File: config.mk
export PLATFORM = sky130hd
export DESIGN_NAME = addr_replay_top
export DESIGN_NICKNAME = d
export VERILOG_FILES = /design/src/verilog/replay_pkg.sv /design/src/verilog/addr_replay_top.sv /design/src/verilog/lane_issue.sv /design/src/verilog/mop_capture.sv /design/src/verilog/replay_queue.sv
export SDC_FILE = /design/constraint.sdc
export NUM_CORES = 1
export LEC_CHECK = 0
export ABC_AREA = 1
export BUFFER_PORTS_ARGS = -buffer_cell sky130_fd_sc_hd__buf_2
export CELL_PAD_IN_SITES_DETAIL_PLACEMENT = 0
export CELL_PAD_IN_SITES_GLOBAL_PLACEMENT = 1
export CORE_MARGIN = 5
export CORE_UTILIZATION = 35
export CTS_CLUSTER_DIAMETER = 200
export CTS_CLUSTER_SIZE = 8
export DETAILED_ROUTE_END_ITERATION = 16
export PLACE_DENSITY_LB_ADDON = 0.15
export RECOVER_POWER = 100
export SYNTH_ARGS = -nofsm -noshare
export SYNTH_HDL_FRONTEND = slang
export SYNTH_SLANG_ARGS = --single-unit
File: constraint.sdc
create_clock -name clk -period 27.5 [get_ports clk]
set_input_delay 4.125 -clock clk [delete_from_list [all_inputs] [get_ports clk]]
set_output_delay 4.125 -clock clk [all_outputs]
set_load 0.005 [all_outputs]
File: src/verilog/replay_pkg.sv
/*
  replay queue package
  queue and lane sizes plus the vector types of one micro-op
  and of the per-lane conflict mask
*/

package replay_pkg;

  // lanes presented by the address stage each cycle
  localparam int LANE_COUNT = 3;

  // queue geometry
  localparam int QUEUE_DEPTH = 8;
  localparam int QPTR_W = $clog2(QUEUE_DEPTH);
  localparam int QCOUNT_W = $clog2(QUEUE_DEPTH + 1);

  // upstream is told to hold off conflicts from this occupancy on
  localparam int SKIP_LEVEL = 4;

  // micro-op field widths
  localparam int VADDR_W = 44;
  localparam int REG_NO_W = 9;
  localparam int SIZE_W = 5;
  localparam int LSQ_W = 9;

  // packed op, address in the top bits and thread at bit 0
  localparam int MOP_W = VADDR_W + REG_NO_W + SIZE_W + LSQ_W + 1;

  // virtual address
  typedef logic [VADDR_W-1:0] vaddr_t;

  // destination register number
  typedef logic [REG_NO_W-1:0] reg_no_t;

  // access size code
  typedef logic [SIZE_W-1:0] size_t;

  // load/store queue tag
  typedef logic [LSQ_W-1:0] lsq_t;

  // {addr, reg, size, lsq, thread}
  typedef logic [MOP_W-1:0] mop_word_t;

  // one conflict bit per lane, bit 0 is lane 0
  typedef logic [LANE_COUNT-1:0] lane_mask_t;

  // queue slot index
  typedef logic [QPTR_W-1:0] qptr_t;

  // occupancy, 0 up to QUEUE_DEPTH
  typedef logic [QCOUNT_W-1:0] qcount_t;

endpackage

File: src/verilog/addr_replay_top.sv
/*
  conflict replay path
  capture stage, entry queue and lane issue in a chain;
  conflicted lane groups come back out one op per transfer
*/

`timescale 1ns/1ps

module addr_replay_top (
  input  logic                   clk,
  input  logic                   rst,
  input  logic                   except,
  input  replay_pkg::lane_mask_t in_conflict,
  input  replay_pkg::vaddr_t     in_addr   [replay_pkg::LANE_COUNT],
  input  replay_pkg::reg_no_t    in_reg    [replay_pkg::LANE_COUNT],
  input  replay_pkg::size_t      in_size   [replay_pkg::LANE_COUNT],
  input  replay_pkg::lsq_t       in_lsq    [replay_pkg::LANE_COUNT],
  input  logic                   in_thread [replay_pkg::LANE_COUNT],
  input  logic                   out_ready,
  output logic                   out_valid,
  output replay_pkg::vaddr_t     out_addr,
  output replay_pkg::reg_no_t    out_reg,
  output replay_pkg::size_t      out_size,
  output replay_pkg::lsq_t       out_lsq,
  output logic                   out_thread,
  output logic                   skip
);

  // capture to queue
  logic                   wr_en;
  replay_pkg::lane_mask_t wr_mask;
  replay_pkg::mop_word_t  wr_words [replay_pkg::LANE_COUNT];

  // queue to issue
  logic                   head_valid;
  replay_pkg::lane_mask_t head_mask;
  replay_pkg::mop_word_t  head_words [replay_pkg::LANE_COUNT];
  logic                   pop;

  mop_capture u_capture (
    .clk, .rst, .except,
    .in_conflict, .in_addr, .in_reg, .in_size, .in_lsq, .in_thread,
    .wr_en, .wr_mask, .wr_words
  );

  replay_queue u_queue (
    .clk, .rst, .except,
    .wr_en, .wr_mask, .wr_words,
    .pop, .head_valid, .head_mask, .head_words, .skip
  );

  lane_issue u_issue (
    .clk, .rst, .except,
    .head_valid, .head_mask, .head_words, .out_ready, .pop,
    .out_valid, .out_addr, .out_reg, .out_size, .out_lsq, .out_thread
  );

endmodule

File: src/verilog/lane_issue.sv
/*
  lane issue stage
  walks the flagged lanes of the head entry lowest lane first,
  one per transfer, unpacks the chosen word onto the output
  fields and pops the entry once its last lane has gone
*/

`timescale 1ns/1ps

module lane_issue (
  input  logic                   clk,
  input  logic                   rst,
  input  logic                   except,
  input  logic                   head_valid,
  input  replay_pkg::lane_mask_t head_mask,
  input  replay_pkg::mop_word_t  head_words [replay_pkg::LANE_COUNT],
  input  logic                   out_ready,
  output logic                   pop,
  output logic                   out_valid,
  output replay_pkg::vaddr_t     out_addr,
  output replay_pkg::reg_no_t    out_reg,
  output replay_pkg::size_t      out_size,
  output replay_pkg::lsq_t       out_lsq,
  output logic                   out_thread
);
  import replay_pkg::*;

  typedef logic [$clog2(LANE_COUNT)-1:0] lane_idx_t;

  lane_mask_t issued;
  lane_mask_t remaining;
  lane_mask_t sel_onehot;
  lane_idx_t  sel_idx;
  logic       last_lane;
  logic       fire;

  assign remaining = head_mask & ~issued;

  // lowest remaining lane wins
  always_comb begin
    sel_onehot = '0;
    sel_idx    = '0;
    for (int i = LANE_COUNT - 1; i >= 0; i--) begin
      if (remaining[i]) begin
        sel_onehot = lane_mask_t'(1) << i;
        sel_idx    = lane_idx_t'(i);
      end
    end
  end

  assign last_lane = ((remaining & ~sel_onehot) == '0);
  assign out_valid = head_valid & (|remaining);
  assign fire      = out_valid & out_ready;
  assign pop       = fire & last_lane;

  assign {out_addr, out_reg, out_size, out_lsq, out_thread} = head_words[sel_idx];

  // lanes of the head entry that have already transferred
  always_ff @(posedge clk) begin
    if (rst || except) begin
      issued <= '0;
    end else if (fire) begin
      if (last_lane) begin
        issued <= '0;
      end else begin
        issued <= issued | sel_onehot;
      end
    end
  end

endmodule

File: src/verilog/mop_capture.sv
/*
  micro-op capture stage
  samples the three lanes every clock, drops conflict flags
  while an exception is active and packs each lane into one
  queue word; wr_en marks a group that needs replay
*/

`timescale 1ns/1ps

module mop_capture (
  input  logic                   clk,
  input  logic                   rst,
  input  logic                   except,
  input  replay_pkg::lane_mask_t in_conflict,
  input  replay_pkg::vaddr_t     in_addr   [replay_pkg::LANE_COUNT],
  input  replay_pkg::reg_no_t    in_reg    [replay_pkg::LANE_COUNT],
  input  replay_pkg::size_t      in_size   [replay_pkg::LANE_COUNT],
  input  replay_pkg::lsq_t       in_lsq    [replay_pkg::LANE_COUNT],
  input  logic                   in_thread [replay_pkg::LANE_COUNT],
  output logic                   wr_en,
  output replay_pkg::lane_mask_t wr_mask,
  output replay_pkg::mop_word_t  wr_words  [replay_pkg::LANE_COUNT]
);
  import replay_pkg::*;

  lane_mask_t live_mask;

  // an exception discards the whole group
  assign live_mask = in_conflict & {LANE_COUNT{~except}};

  always_ff @(posedge clk) begin
    if (rst) begin
      wr_en   <= 1'b0;
      wr_mask <= '0;
    end else begin
      wr_en   <= |live_mask;
      wr_mask <= live_mask;
    end
  end

  // payload, only meaningful when wr_en is high
  always_ff @(posedge clk) begin
    for (int i = 0; i < LANE_COUNT; i++) begin
      wr_words[i] <= {in_addr[i], in_reg[i], in_size[i], in_lsq[i], in_thread[i]};
    end
  end

endmodule

File: src/verilog/replay_queue.sv
/*
  replay entry store
  eight groups of three micro-ops kept oldest first with head
  and tail pointers; the oldest entry is always presented at
  the head ports, skip flags half occupancy to upstream and an
  exception empties the queue
*/

`timescale 1ns/1ps

module replay_queue (
  input  logic                   clk,
  input  logic                   rst,
  input  logic                   except,
  input  logic                   wr_en,
  input  replay_pkg::lane_mask_t wr_mask,
  input  replay_pkg::mop_word_t  wr_words   [replay_pkg::LANE_COUNT],
  input  logic                   pop,
  output logic                   head_valid,
  output replay_pkg::lane_mask_t head_mask,
  output replay_pkg::mop_word_t  head_words [replay_pkg::LANE_COUNT],
  output logic                   skip
);
  import replay_pkg::*;

  lane_mask_t mask_mem [QUEUE_DEPTH];
  mop_word_t  word_mem [QUEUE_DEPTH][LANE_COUNT];

  qptr_t   head_ptr;
  qptr_t   tail_ptr;
  qcount_t count;
  qcount_t count_next;
  logic    full;
  logic    do_write;
  logic    do_pop;

  assign full       = (count == qcount_t'(QUEUE_DEPTH));
  assign head_valid = (count != '0);

  // a flush also drops the group still in flight from capture
  assign do_pop   = pop & head_valid;
  assign do_write = wr_en & ~except & (~full | do_pop);

  always_comb begin
    count_next = count;
    if (except) begin
      count_next = '0;
    end else if (do_write && !do_pop) begin
      count_next = count + 1'b1;
    end else if (do_pop && !do_write) begin
      count_next = count - 1'b1;
    end
  end

  always_ff @(posedge clk) begin
    if (rst) begin
      head_ptr <= '0;
      tail_ptr <= '0;
      count    <= '0;
      skip     <= 1'b0;
    end else begin
      count <= count_next;
      // registered against the occupancy of the coming cycle
      skip  <= (count_next >= qcount_t'(SKIP_LEVEL));
      if (except) begin
        head_ptr <= '0;
        tail_ptr <= '0;
      end else begin
        if (do_write) begin
          tail_ptr <= qptr_t'(tail_ptr + 1'b1);
        end
        if (do_pop) begin
          head_ptr <= qptr_t'(head_ptr + 1'b1);
        end
      end
    end
  end

  // entry storage
  always_ff @(posedge clk) begin
    if (do_write) begin
      mask_mem[tail_ptr] <= wr_mask;
      for (int i = 0; i < LANE_COUNT; i++) begin
        word_mem[tail_ptr][i] <= wr_words[i];
      end
    end
  end

  // oldest entry
  assign head_mask = mask_mem[head_ptr];

  always_comb begin
    for (int i = 0; i < LANE_COUNT; i++) begin
      head_words[i] = word_mem[head_ptr][i];
    end
  end

endmodule
==> results.cfg <==
[run_status]
status = finished with violations
violations = max-capacitance violations, max-slew violations

[drt]
dr.pass1.iters = 6
top_layer = met5
route.detailed.drc = 0
detailroute.wirelength.met2_um = 109000
wirelength_met1_um = 83800
dr.first_iter.drc_count = 3209
detail_route.wl_per_cell_um = 25.7
postRouteAntennaNets = 0
avgViaCountPerCell = 5.19
routed_wirelength_um = 207000
detail_route_met3_wl_um = 8460
routed-via-count = 41700

[floorplanning]
number_of_placed_i_o_pins = 281
dieWidth_um = 455
die_y_um = 455
initial_core_utilization_pct = 35.2
die_area_um2 = 207000
row_count = 163
core_region_um2 = 197000

[power]
max-vdd-ir-drop_mv = 0.0599
fin_total_pwr_mw = 6.47
powerDensity_nw_per_um2 = 80.0
static-leakage-power_nw = 27.1

[sta]
time_the_worst_path_needs_with_i_o_delays_and_setup_ps = 17920
tightest_slew_ps = 9690
max_slew_margin_pct = -546
final.period_utilization_pct = 65.2
worst_clock_skew_ps = 38.1
setup-tns-final_ps = 0
hold-worst-slack_ps = 480
final_number_of_setup_violating_endpoints = 0
postLayoutSetupSlackWorst_ps = 9580
max_freq_mhz = 55.8
hold_viol_final = 0
final-max-slew-violation-count = 1950
rsz0062_at_grt = no

[placement]
pre_cts_ws_ps = 17870
gp_congestion = 0.723
placedCellCount = 7553
port_buffers = 280
place_hpwl_um = 109000
placed_cell_area_um2 = 73300

[finish]
growth_of_design_area_from_synthesis_to_finish_pct = 16.6
nFillCells = 18600
finish.utilization_pct = 41.0
non_filler_cells_in_the_finished_layout = 8038
final_design_area_no_fill_um2 = 80900
fin_nets = 5415
post_route_cells_drive_above_1_share_pct = 8.82

[logic_synthesis]
synth_cell_types = 37
postSynthCellCount = 4919
synthesis.area_per_instance_um2 = 14.1
number_of_synthesized_flops_with_an_enable_pin = 1656
synth_fp_nets = 5134
async_reset_ff_share_pct = 0
postSynthRegisterBits = 1881
synth.yosys.warnings = 0
synth_seq_area_share_pct = 78.1
dominantRegCellSynth = sky130_fd_sc_hd__edfxtp_1
syn_std_cell_area_um2 = 69400

[clock_tree]
clock-root-buffer = sky130_fd_sc_hd__clkbuf_16
post_cts_setup_driven_buffer_insertion_count = 0
clockBufferDepth = 4
cts_tree = yes
cts.sinks = 1881
post_cts_hold_buffer_count = 0
worst_skew_pair.late_latency_ps = 920
clk_pin_slew_ps = 50
ctsHtreeMaxLevel = 5
cts_inserted_buffers = 285
postCtsResizedCells = 0

[worst_setup_path]
crit_type = in -> reg
worst_setup_path_startpoint = except
reg2reg_to = u_queue.word_mem[1][99]
critPathLaunchType = primary input
endpoint_kind = flip-flop
path_max_fanout = 108
setup.reg_to_reg.worst_slack_ps = 10500
rr_worst_depth = 14
timing.critical_path.required_ps = 27930
crit_arrival_ps = 18350

[min_path]
min_from = u_issue.issued[1]
hold_path_depth = 2
whs_endpoint = u_issue.issued[1]
worstHoldPathType = reg -> reg

[global_routing]
grt_pass1_vias = 42000
grt_overflow = 0
antenna_violations_before_repair = 16
grt_start_max_net_pins = 209
grt_usage_pct = 19.6
grt_pass1_wl_um = 298000

[job]
drv_cap = 39
cell usage in the layout, fill, tap and decap left out, types with 4 or more instances in the layout:
master,instances
sky130_fd_sc_hd__a22oi_1,47
sky130_fd_sc_hd__o221ai_1,270
sky130_fd_sc_hd__a21oi_1,216
sky130_fd_sc_hd__dfxtp_1,222
sky130_fd_sc_hd__a31oi_1,23
sky130_fd_sc_hd__ha_1,4
sky130_fd_sc_hd__clkbuf_1,373
sky130_fd_sc_hd__o21ai_1,40
sky130_fd_sc_hd__nand2_1,601
sky130_fd_sc_hd__nor2_1,566
sky130_fd_sc_hd__nand3_1,158
sky130_fd_sc_hd__a32o_1,89
sky130_fd_sc_hd__inv_1,42
sky130_fd_sc_hd__o21ai_0,602
sky130_fd_sc_hd__inv_6,5
sky130_fd_sc_hd__clkbuf_16,293
sky130_fd_sc_hd__edfxtp_1,1656
sky130_fd_sc_hd__buf_2,124
sky130_fd_sc_hd__buf_4,25
cells in the mapped netlist, drive strengths merged, types with 3 or more instances:
| cell type | count | area, um^2 |
|---|---|---|
| edfxtp | 1656 | 49700 |
| o21ai | 642 | 3210 |
| nand2 | 605 | 2300 |
| nor2 | 570 | 2160 |
| o221ai | 270 | 2360 |
| clkbuf | 227 | 852 |
| dfxtp | 225 | 4500 |
| a21oi | 216 | 1080 |
| nand3 | 163 | 866 |
| buf | 121 | 642 |
| a32o | 89 | 891 |
| a22oi | 47 | 353 |
| inv | 47 | 176 |
| a31oi | 23 | 144 |
| ha | 4 | 50.1 |
| xor2 | 3 | 26.3 |
kinds of logic (layout without fill, tap and decap cells):
family,Yosys count,in the layout,share of synthesized area (%)
XOR/XNOR,5,5,0.0631
adder cells (fa/ha/maj),4,4,0.0721
flip-flops,1881,1881,78.1
AO/OA/AOI/OAI,1290,1290,11.6
AND/OR/NAND/NOR,1343,1343,7.71
buffers and inverters,396,874,2.41
other,0,1,0
registers in the layout, summed over array words and instances (netlist names), named ones only:
signal,cells
u_capture.wr_en,1
u_capture.wr_mask,3
u_capture.wr_words,204
u_issue.issued,3
u_queue.count,4
u_queue.head_ptr,3
u_queue.mask_mem,24
u_queue.skip,1
u_queue.tail_ptr,3
u_queue.word_mem,1632
worst max-delay path, cell delays in order:
cell and delay, ps:
sky130_fd_sc_hd__clkbuf_1 90, sky130_fd_sc_hd__inv_1 90, sky130_fd_sc_hd__nand2_1 150, sky130_fd_sc_hd__inv_1 240
sky130_fd_sc_hd__nand3_1 200, sky130_fd_sc_hd__nor2_1 1950, sky130_fd_sc_hd__clkbuf_1 2490, sky130_fd_sc_hd__clkbuf_1 6180
sky130_fd_sc_hd__clkbuf_1 2580
how the worst max path moves through the flow:
stage | to | slack, ps | depth (start not counted)
after floorplan | u_queue.mask_mem[1][0] | 13490 | 5
after global routing | u_queue.word_mem[1][99] | 8580 | 9
after detailed placement | out_lsq[0] | 17870 | 11
final | u_queue.word_mem[1][99] | 9580 | 9
after CTS | out_lsq[0] | 16840 | 11
after global placement | out_lsq[0] | 17950 | 11
power by group:
| group | switching, mW | total (mW) | internal (mW) |
|---|---|---|---|
| clock | 1.20 | 3.16 | 1.96 |
| combinational | 0.0926 | 0.132 | 0.0397 |
| sequential | 0.0379 | 3.18 | 3.14 |
area by class of cell:
| class | count | area, um^2 | share of cell area, % |
|---|---|---|---|
| diodes | 1 | 2.50 | 0.00309 |
| clock buffers | 478 | 8030 | 9.92 |
| clock inverters | 6 | 52.6 | 0.0649 |
| inverters | 48 | 204 | 0.252 |
| multi-input cells | 2642 | 13500 | 16.7 |
| flip-flops and latches | 1881 | 54200 | 67.0 |
| well taps | 2640 | 3300 | 4.08 |
| repair buffers | 342 | 1580 | 1.96 |
layer usage:
metal | up-vias | global-route usage, %
met5 | - | 0
met4 | 4 | 6.00
met3 | 354 | 3.24
met2 | 928 | 35.5
met1 | 21300 | 23.9
li1 | 19200 | -
Power figures use the tool's default switching activity.
